<file path="src/des_pkg.sv">
package des_pkg;

    // fixed DES geometry
    localparam int num_rounds = 16;

    // 64-bit block, used for plaintext, ciphertext and key
    typedef logic [63:0] block_t;

    // left or right half of a block
    typedef logic [31:0] half_t;

    // round subkey, also the width of the expanded right half
    typedef logic [47:0] subkey_t;

    // all subkeys of one key, index 0 belongs to round 1
    typedef subkey_t [num_rounds-1:0] key_sched_t;

    // state handed from one round stage to the next
    typedef struct packed {
        logic  valid;
        half_t left;
        half_t right;
    } round_state_t;

    // tables hold 1-based bit positions, bit 1 is the msb of the source word

    // initial permutation
    localparam byte unsigned ip_table [0:63] = '{
        58, 50, 42, 34, 26, 18, 10,  2,
        60, 52, 44, 36, 28, 20, 12,  4,
        62, 54, 46, 38, 30, 22, 14,  6,
        64, 56, 48, 40, 32, 24, 16,  8,
        57, 49, 41, 33, 25, 17,  9,  1,
        59, 51, 43, 35, 27, 19, 11,  3,
        61, 53, 45, 37, 29, 21, 13,  5,
        63, 55, 47, 39, 31, 23, 15,  7
    };

    // final permutation, the inverse of ip
    localparam byte unsigned fp_table [0:63] = '{
        40,  8, 48, 16, 56, 24, 64, 32,
        39,  7, 47, 15, 55, 23, 63, 31,
        38,  6, 46, 14, 54, 22, 62, 30,
        37,  5, 45, 13, 53, 21, 61, 29,
        36,  4, 44, 12, 52, 20, 60, 28,
        35,  3, 43, 11, 51, 19, 59, 27,
        34,  2, 42, 10, 50, 18, 58, 26,
        33,  1, 41,  9, 49, 17, 57, 25
    };

    // expansion of the right half from 32 to 48 bits
    localparam byte unsigned e_table [0:47] = '{
        32,  1,  2,  3,  4,  5,
         4,  5,  6,  7,  8,  9,
         8,  9, 10, 11, 12, 13,
        12, 13, 14, 15, 16, 17,
        16, 17, 18, 19, 20, 21,
        20, 21, 22, 23, 24, 25,
        24, 25, 26, 27, 28, 29,
        28, 29, 30, 31, 32,  1
    };

    // permutation applied to the s-box outputs
    localparam byte unsigned p_table [0:31] = '{
        16,  7, 20, 21, 29, 12, 28, 17,
         1, 15, 23, 26,  5, 18, 31, 10,
         2,  8, 24, 14, 32, 27,  3,  9,
        19, 13, 30,  6, 22, 11,  4, 25
    };

    // permuted choice 1, drops the parity bits of the key
    localparam byte unsigned pc1_table [0:55] = '{
        57, 49, 41, 33, 25, 17,  9,
         1, 58, 50, 42, 34, 26, 18,
        10,  2, 59, 51, 43, 35, 27,
        19, 11,  3, 60, 52, 44, 36,
        63, 55, 47, 39, 31, 23, 15,
         7, 62, 54, 46, 38, 30, 22,
        14,  6, 61, 53, 45, 37, 29,
        21, 13,  5, 28, 20, 12,  4
    };

    // permuted choice 2, picks 48 of the 56 rotated C,D bits
    localparam byte unsigned pc2_table [0:47] = '{
        14, 17, 11, 24,  1,  5,
         3, 28, 15,  6, 21, 10,
        23, 19, 12,  4, 26,  8,
        16,  7, 27, 20, 13,  2,
        41, 52, 31, 37, 47, 55,
        30, 40, 51, 45, 33, 48,
        44, 49, 39, 56, 34, 53,
        46, 42, 50, 36, 29, 32
    };

    // left rotation per round, 0 rotates by one and 1 by two
    localparam logic [0:num_rounds-1] shift_table = 16'b0011_1111_0111_1110;

    // eight s-boxes, each 4 rows of 16 entries
    // an entry sits at row * 16 + column, one hex digit per entry
    localparam logic [0:7][0:63][3:0] sbox_table = {
        // s1
        64'hE4D12FB83A6C5907,
        64'h0F74E2D1A6CB9538,
        64'h41E8D62BFC973A50,
        64'hFC8249175B3EA06D,
        // s2
        64'hF18E6B34972DC05A,
        64'h3D47F28EC01A69B5,
        64'h0E7BA4D158C6932F,
        64'hD8A13F42B67C05E9,
        // s3
        64'hA09E63F51DC7B428,
        64'hD709346A285ECBF1,
        64'hD6498F30B12C5AE7,
        64'h1AD069874FE3B52C,
        // s4
        64'h7DE3069A1285BC4F,
        64'hD8B56F03472C1AE9,
        64'hA690CB7DF13E5284,
        64'h3F06A1D8945BC72E,
        // s5
        64'h2C417AB6853FD0E9,
        64'hEB2C47D150FA3986,
        64'h421BAD78F9C5630E,
        64'hB8C71E2D6F09A453,
        // s6
        64'hC1AF92680D34E75B,
        64'hAF427C9561DE0B38,
        64'h9EF528C3704A1DB6,
        64'h432C95FABE17608D,
        // s7
        64'h4B2EF08D3C975A61,
        64'hD0B7491AE35C2F86,
        64'h14BDC37EAF680592,
        64'h6BD814A7950FE23C,
        // s8
        64'hD2846FB1A93E50C7,
        64'h1FD8A374C56B0E92,
        64'h7B419CE206ADF358,
        64'h21E74A8DFC90356B
    };

endpackage

</file>
<file path="src/des_round.sv">
`timescale 1ns/10ps

module des_round (
    input  logic                  clock,
    input  logic                  rst,
    input  des_pkg::round_state_t state_in,
    input  des_pkg::subkey_t      subkey,
    output des_pkg::round_state_t state_out
);

    des_pkg::subkey_t expanded;
    des_pkg::subkey_t sbox_in;
    des_pkg::half_t   sbox_out;
    des_pkg::half_t   p_out;
    des_pkg::half_t   f_result;

    // expand the right half to 48 bits
    for (genvar i = 0; i < 48; i++) begin : e_bit
        assign expanded[47-i] = state_in.right[32 - des_pkg::e_table[i]];
    end

    assign sbox_in = expanded ^ subkey;

    // box 1 takes the top six bits
    for (genvar b = 0; b < 8; b++) begin : sbox
        logic [5:0] chunk;
        logic [5:0] addr;

        assign chunk = sbox_in[47 - 6*b -: 6];

        // outer bits pick the row, middle bits the column
        assign addr = {chunk[5], chunk[0], chunk[4:1]};

        assign sbox_out[31 - 4*b -: 4] = des_pkg::sbox_table[b][addr];
    end

    for (genvar i = 0; i < 32; i++) begin : p_bit
        assign p_out[31-i] = sbox_out[32 - des_pkg::p_table[i]];
    end

    assign f_result = state_in.left ^ p_out;

    // old right moves left, the feistel result becomes the new right
    always_ff @(posedge clock) begin
        if (rst) begin
            state_out <= '0;
        end else begin
            state_out.valid <= state_in.valid;
            state_out.left  <= state_in.right;
            state_out.right <= f_result;
        end
    end

endmodule

</file>
<file path="config.mk">
export PLATFORM = sky130hd
export DESIGN_NAME = des_round
export DESIGN_NICKNAME = d
export VERILOG_FILES = /design/src/des_pkg.sv /design/src/des_round.sv
export SDC_FILE = /design/constraint.sdc
export NUM_CORES = 1
export LEC_CHECK = 0
export ABC_AREA = 1
export BUFFER_PORTS_ARGS = -buffer_cell sky130_fd_sc_hd__buf_4
export CORE_ASPECT_RATIO = 0.8
export CORE_MARGIN = 2
export CORE_UTILIZATION = 54
export CTS_CLUSTER_DIAMETER = 50
export CTS_CLUSTER_SIZE = 12
export DETAILED_ROUTE_END_ITERATION = 16
export PLACE_DENSITY = 0.81
export SYNTH_ARGS = -nofsm -noshare
export SYNTH_HDL_FRONTEND = slang
export SYNTH_SLANG_ARGS = --single-unit
</file>
<file path="constraint.sdc">
create_clock -name clock -period 2.6 [get_ports clock]
set_clock_uncertainty 0.05 [all_clocks]
set_input_delay 0.52 -clock clock [delete_from_list [all_inputs] [get_ports clock]]
set_output_delay 0.52 -clock clock [all_outputs]
set_load 0.01 [all_outputs]
</file>
# Word-level counts from Yosys, hierarchy flattened
# Memories as Yosys holds them, arrays and structs flattened.
# Cells that the tools add are included.
# word_totals
input_bits	115
wordCells	45
out_inout_bits	65
mem_bits_ro	2048
ff_bits	65
n_memories	8
# memory_table
memory	depth	word_bits	rd	rd_ports_with_merged_regs	wr	line	source
(no name shown)	64	4	1	0	0	des_round.sv:34	assign sbox_out[31 - 4*b -: 4] = des_pkg::sbox_table[b][addr];
(no name shown)	64	4	1	0	0	des_round.sv:34	
(no name shown)	64	4	1	0	0	des_round.sv:34	
(no name shown)	64	4	1	0	0	des_round.sv:34	
(no name shown)	64	4	1	0	0	des_round.sv:34	
(no name shown)	64	4	1	0	0	des_round.sv:34	
2 more memories	n/a	n/a	n/a	n/a	n/a	n/a	
# op_classes
n_mux	16
magnitude_cmp	8
n_bitwise	10
# op_table
cell	n
4-bit two-way mux	16
7-bit >= comparator (second input constant)	8
6-bit inverter with 7-bit output	8
48-bit XOR	1
32-bit XOR	1

# Logic depth before layout (Yosys ltp)
# Gate-level depths: netlist (run 1).
# depth
depth_word	6
ltp_mapped	15
depth_no_buf	15

# Least setup slack after synthesis (run 1)
# No wires, ideal clock.
# synth_timing
kind	input to register
start	input port state_in[4] in the netlist's numbering
end	register state_out[10] in the netlist's numbering
required_ns	2.435
path_buffers	0
arrival_ns	1.865
slack_ns	0.570
setup_ns	0.115
cell_stages	12
path_cell_list	inv_1 -> nand2_1 -> nand2_1 -> inv_1 -> ha_1 -> inv_1 -> nand2_1 -> nand3_1 -> nand3_1 -> nand3_1 -> a21oi_1 -> nor2_1
# synth_between
elab_chain_cells	6
# synth_rtl
element	line	source
start: declaration	des_round.sv:6	input des_pkg::round_state_t state_in,
48-bit XOR	des_round.sv:22	assign sbox_in = expanded ^ subkey;
6-bit inverter with 7-bit output (not written as such)	des_round.sv:34	
memory 64 x 4 bit	n/a	
4-bit two-way mux (not written as such) (2 in series)	des_round.sv:34	
32-bit XOR	des_round.sv:41	assign f_result = state_in.left ^ p_out;
end: declaration	des_round.sv:8	output des_pkg::round_state_t state_out
# No other way between the ends. The select of a mux whose other input is x is not followed.
# A chain may end at the register's enable or synchronous reset.

# Worst setup path after layout (run 1)
# layout_timing
start	input port state_in[17] in the netlist's numbering
end	register state_out[31] in the netlist's numbering
# The elaborated chain is that of the path after synthesis.

==> metrics.md, run 1 <==
| Metric | Value |
|---|---|
| Total Routing Usage GR | 28.6% |
| Worst slew pin tran | 0.668 ns |
| CTS tree | built |
| I/O pin cnt | 180 |
| Footprint of the multi-input gates | 5340 um^2 |
| Worst path arrival time | 2.22 ns |
| Clock power share | 31.0% |
| Setup violations, final | 0 |
| Sw power | 1.65 mW |
| Hold Violations, Final | 0 |
| TritonCTS Sinks | 65 |
| Post-Syn Nets | 1522 |
| Power share of the combinational group | 43.5% |
| CP Data Required Time | 2.78 ns |
| Row count | 38 |
| Kind of critical path | input port to flip-flop |
| Critical Path Source Type | input port |
| CTS max path bufs | 2 |
| Hold Path Cell Cnt | 3 |
| Post-DP HPWL | 16.2 mm |
| DRC viols | 0 |
| Fin worst setup slack | 0.559 ns |
| # hold bufs at CTS | 0 |
| CP max stage cell | ha_1 |
| DRT iter0 DRCs | 663 |
| Filler Cells Inserted | 1242 |
| Share of cells above drive strength 1 | 15.4% |
| Vias in the first global route | 7813 |
| Vias per inst | 5.23 |
| Yosys warns | 0 |
| # resized after CTS | 0 |
| Max-cap violations | 0 |
| Yosys reg bits | 65 |
| Initial core utilization | 55.0% |
| Post-Place Setup Slack | 0.246 ns |
| Largest fanout on the critical path | 7 |
| Lkg Pwr | 5.40 nW |
| Die Area | 14700 um^2 |
| Nets@finish | 1700 |
| Internal power | 2.73 mW |
| Syn Inst Count | 1345 |
| Drt wl/cell | 12.2 um |
| Die W | 135 um |
| RSZ-0062 raised after global routing | no |
| Post-layout util | 68.8% |
| Net Sw Frac | 37.7% |
| Setup Fix Bufs, Post-CTS | 0 |
| CTS buffer count | 9 |
| Power density over cell area | 474 nW/um^2 |
| Relative slew slack | 55.3% |
| Total number of vias | 8936 |
| Regs by FF count | state_out: 65 flops |
| Pre-antenna DRT Iters | 7 |
| TNS Setup | 0 ns |
| Antenna viol nets, final | 0 |
| Period utilization | 78.5% |
| Critical Path Stages | 14 |
| Final min period | 2.04 ns |
| Die Y | 109 um |
| Reg clk slew, reported paths | 0.06 ns |
| Post-synthesis sequential area ratio | 17.6% |
| Worst path buffer plus inverter count | 5 |
| Crit. End Element | flip-flop |
| Sequential share of power | 25.5% |
| Slowest stage delay, CP | 0.30 ns |
| Post-Syn Area | 7400 um^2 |
| Pwr Total | 4.39 mW |
| Initial antenna violation count | 0 |
| Max FFs per register | 65 |
| PortBufs | 179 |
| Area delta synth->final | 25.3% |
| First-pass GRT wire length | 34.9 mm |
| VDD IR max | 0.417 mV |
| RePlAce Congestion | 0.982 |
| Status | complete, no violations |
| HP Class | input port to flip-flop |
| Number of distinct library cells after synthesis | 27 |
| Global route total overflow | 0 |
| Core area | 13500 um^2 |
| Antenna fix cells | 0 |
| FF+latch area | 1300 um^2 |
| Biggest register | state_out |
| Routed wire length | 20.9 mm |
| Slew Limit Fails | 0 |
| Maximum number of pins on one net before global-route repair | 34 |
| Clk root buf | clkbuf_16 |
| Mean cell area of the mapped netlist | 5.50 um^2 |
| Crit-path leading delay family | simple AND/OR/NAND/NOR gates |
| Critical Path, Cell by Cell | buf_4 > inv_1 > nand2_1 > nand2_1 > inv_1 > ha_1 > inv_1 > nand3_1 > nand2_1 > inv_1 > a21oi_1 > nand2_1 > a21oi_1 > nor2_1 |
| F_max | 490 MHz |
| H-tree level count | 3 |
| Final hold slack | 0.359 ns |
==> layer usage <==
layer,track usage (%),vias up,part of all wire (%)
met1,38.7,3866,44
met2,45.0,431,43
met4,8.87,0,2.1
li1,-,4602,-
met3,7.30,37,10
met5,0,-,0
==> layout make-up <==
type / count / share of cell area, %
clock buffer: 11 / 2.73
clock inverter: 5 / 0.837
inverter: 150 / 6.08
multi-input combinational: 1096 / 57.6
sequential: 65 / 14.0
tap: 180 / 2.43
timing repair buffer: 201 / 16.3
==> per-stage QoR <==
step | cells | cell area [um^2]
floorplan | 1345 | 7400
global placement | 1692 | 8930
detailed placement | 1692 | 8930
CTS | 1708 | 9260
global route | 1708 | 9260
finish | 1708 | 9260
==> power groups by stage <==
stage          clock network [mW]  logic (mW)  registers (mW)
6_report                     1.36        1.91            1.12
5_1_grt                      1.43        2.17            1.13
4_1_cts                      1.39        1.89            1.12
3_5_place_dp                    0        1.88            1.14
3_3_place_gp                    0        1.86            1.14
2_1_floorplan                   0        1.23            1.19
==> path summary, 6_finish.rpt <==
kind	startpoint	to	slack [ns]
min	state_in[5]	state_out[37]$_SDFF_PP0_	0.36
max	state_in[17]	state_out[31]$_SDFF_PP0_	0.56
==> kinds of logic after synthesis <==
family	count (synthesis)	share of synthesized area [%]
simple gates	958	54.1
buf+inv	184	10.3
flops	65	17.6
fa+ha+maj	62	10.5
compound gates	50	3.48
xor+xnor	26	4.09
==> cells in the mapped netlist, drive strengths merged <==
library cell,n,share of area (%)
inv,149,7.6
xor2,7,1.3
nand2,571,29
ha,62,10
nor2,80,4.1
o211ai,2,0.20
o21ai,12,0.81
xnor2,19,2.8
nand3,304,21
nand4,2,0.17
clkbuf,5,0.39
a21oi,35,2.4
clkinv,1,0.051
or2,1,0.085
o21bai,1,0.10
buf,29,2.3
dfxtp,65,18
==> placed cells by master, fill, tap and decap left out, drive strengths merged <==
cell / count
a21oi: 35
buf: 201
bufinv: 2
clkbuf: 11
clkinv: 3
clkinvlp: 1
dfxtp: 65
ha: 62
inv: 149
nand2: 571
nand3: 304
nand4: 2
nor2: 80
o211ai: 2
o21ai: 12
o21bai: 1
or2: 1
xnor2: 19
xor2: 7
Power figures use the tool's default switching activity.
==> inputs of run 2 (changes only) <==
==> constraint.sdc (replaced) <==
create_clock -name clock -period 2.1 [get_ports clock]
set_clock_uncertainty 0.05 [all_clocks]
set_input_delay 0.42 -clock clock [delete_from_list [all_inputs] [get_ports clock]]
set_output_delay 0.42 -clock clock [all_outputs]
set_load 0.01 [all_outputs]
==> run 2 against run 1 <==
  * Core utilization grew 1.8 points
  * Global-route usage increased by 0.94 points
  * Critical path type unchanged
  * Clock power up 31%
  * Combinational power up 28%
  * Power grew 28%
  * Critical endpoint is now state_out[25]$_SDFF_PP0_
==> metrics.md, run 2 (synthesis results as in run 1) <==
| Metric | Value |
|---|---|
| Commonest non-fill, non-tap cell in the layout | nand2_1 |
| Largest fanout on the critical path | 4 (-3) |
| DRT iter0 DRCs | 870 (+31%) |
| Max-cap violations | 0 (unchanged) |
| Most frequent cells in the layout | nand2_1, nand3_1, buf_4 |
| WHS Endpoint | state_out[64]$_SDFF_PP0_ |
| Lkg Pwr | 5.55 nW (+2.7%) |
| Worst slew pin tran | 0.579 ns (-0.0889 ns) |
| Hold Path Cell Cnt | 3 (unchanged) |
| PortBufs | 179 (unchanged) |
| Power density over cell area | 590 nW/um^2 (+25%) |
| Die Y | 109 um (unchanged) |
| Clock power share | 31.8% (+0.8 points) |
| Status | complete, no violations |
| Max FFs per register | 65 (unchanged) |
| Vias per inst | 5.21 (-0.35%) |
| Period utilization | 82.0% |
| Reg clk slew, reported paths | 0.06 ns (about the same) |
| Total number of vias | 9051 (+1.3%) |
| DRC viols | 0 (unchanged) |
| Share of cells above drive strength 1 | 16.8% (+1.5 points) |
| RePlAce Congestion | 1.00 (+1.8%) |
| Initial core utilization | 55.0% (unchanged) |
| Drt wl/cell | 12.4 um (+0.86%) |
| CP Data Required Time | 2.29 ns (-0.49 ns) |
| Core area | 13500 um^2 (unchanged) |
| Clk root buf | clkbuf_16 |
| Hold path startpoint | state_in[64] |
| Vias in the first global route | 8020 (+2.6%) |
| Inst Count DP | 1720 (+1.7%) |
| Critical Path, Cell by Cell | buf_4 > inv_1 > nand2_1 > nand2_1 > inv_1 > ha_1 > inv_1 > nand2_1 > nand2_1 > nand2_1 > nand3_1 > nand3_1 > nand2_1 > nand2_1 > nand2_1 > nor2_1 |
| Met2 Use GR | 47.2% (+2.1 points) |
| Slew Limit Fails | 0 (unchanged) |
| Maximum number of pins on one net before global-route repair | 34 (unchanged) |
| HP Class | input port to flip-flop |
| Power share of the combinational group | 43.6% (about the same) |
| Final hold slack | 0.232 ns (-0.128 ns) |
| Final cell count without fillers | 1736 (+1.6%) |
| # hold bufs at CTS | 0 (unchanged) |
| VDD IR max | 0.769 mV (+84%) |
| Initial antenna violation count | 0 (unchanged) |
| Kind of critical path | input port to flip-flop |
| Net Sw Frac | 37.0% (-0.72 points) |
| Final min period | 1.72 ns |
| TNS Setup | 0 ns (unchanged) |
| Hold Violations, Final | 0 (unchanged) |
| Die Area | 14700 um^2 (unchanged) |
| CTS tree | built |
| Area delta synth->final | 28.5% |
| GRT Max-Usage Layer | met2 |
| F_max | 581 MHz |
| I/O pin cnt | 180 (unchanged) |
| Post-DP HPWL | 16.5 mm (+2.1%) |
| Crit. End Element | flip-flop |
| TritonCTS Sinks | 65 (unchanged) |
| RSZ-0062 raised after global routing | no |
| GR Util met1 | 40.0% (+1.3 points) |
| Row count | 38 (unchanged) |
| # resized after CTS | 0 (unchanged) |
| Global route total overflow | 0 (unchanged) |
| Most frequent CP cell | nand2_1 |
| Sw power | 2.08 mW (+25%) |
| H-tree level count | 3 (unchanged) |
| Worst path arrival time | 1.91 ns (-0.31 ns) |
| Pre-antenna DRT Iters | 7 (unchanged) |
| Routed wire length | 21.4 mm (+2.5%) |
| Antenna viol nets, final | 0 (unchanged) |
| CTS max path bufs | 2 (unchanged) |
| Critical Path Source Type | input port |
| Slowest stage delay, CP | 0.34 ns (+0.04 ns) |
| Sequential share of power | 24.7% (-0.8 points) |
| Relative slew slack | 61.1% (+5.9 points) |
| First-pass GRT wire length | 35.9 mm (+3.1%) |
| CTS buffer count | 9 (unchanged) |
| Regs by FF count | state_out: 65 flops |
| Biggest register | state_out |
| CP max stage cell | ha_1 |
| Antenna fix cells | 0 (unchanged) |
| Setup Fix Bufs, Post-CTS | 0 (unchanged) |
| Nets@finish | 1728 (+1.6%) |
| Setup violations, final | 0 (unchanged) |
| GR Layer Usage met3 | 6.37% (-0.93 points) |
| Die W | 135 um (unchanged) |
| Internal power | 3.53 mW (+29%) |
| Total Routing Usage GR | 29.6% (+0.94 points) |
## run 2: per-layer routing
| layer | routed length, um | vias to the layer above |
|---|---|---|
| met5 | 0 | - |
| met4 | 499 | 0 |
| met3 | 1940 | 50 |
| met2 | 9340 | 411 |
| met1 | 9660 | 3936 |
| li1 | - | 4654 |
## run 2: worst max path at each step
stage	end	startpoint
floorplan	state_out[10]$_SDFF_PP0_	state_in[4]
global placement	state_out[25]$_SDFF_PP0_	state_in[4]
detailed placement	state_out[25]$_SDFF_PP0_	state_in[4]
CTS	state_out[25]$_SDFF_PP0_	state_in[4]
global route	state_out[25]$_SDFF_PP0_	state_in[4]
finish	state_out[25]$_SDFF_PP0_	state_in[4]
## run 2: power by group through the flow
stage,Combinational (mW),Clock (mW),Sequential [mW]
global placement,2.38,0,1.41
floorplan,1.52,0,1.47
finish,2.44,1.78,1.38
detailed placement,2.40,0,1.41
CTS,2.42,1.82,1.39
global route,2.76,1.86,1.39
## run 2: final cells by class
| cell class | instances | area, um^2 |
|---|---|---|
| flip-flops and latches | 65 | 1300 |
| inverters | 150 | 563 |
| fillers | 1245 | 3950 |
| clock inverters | 5 | 103 |
| repair buffers | 229 | 1730 |
| multi-input cells | 1096 | 5340 |
| clock buffers | 11 | 243 |
| well taps | 180 | 225 |
## run 2: stage by stage
stage | utilization (%) | instance area, um^2 | setup slack, ns | power, mW
after global routing | 70.6 | 9500 | 0.165 | 6.01
after detailed placement | 68.0 | 9160 | 0.0840 | 3.81
after global placement | 68.0 | 9160 | 0.127 | 3.79
final | 70.6 | 9500 | 0.378 | 5.61
after floorplan | - | 7400 | 0.170 | 2.99
after CTS | 70.6 | 9500 | 0.389 | 5.62
## run 2: critical path, delay by kind of cell
family	cells	cell delay, ns
simple gates	11	0.81
fa+ha+maj	1	0.34
buf+inv	4	0.34
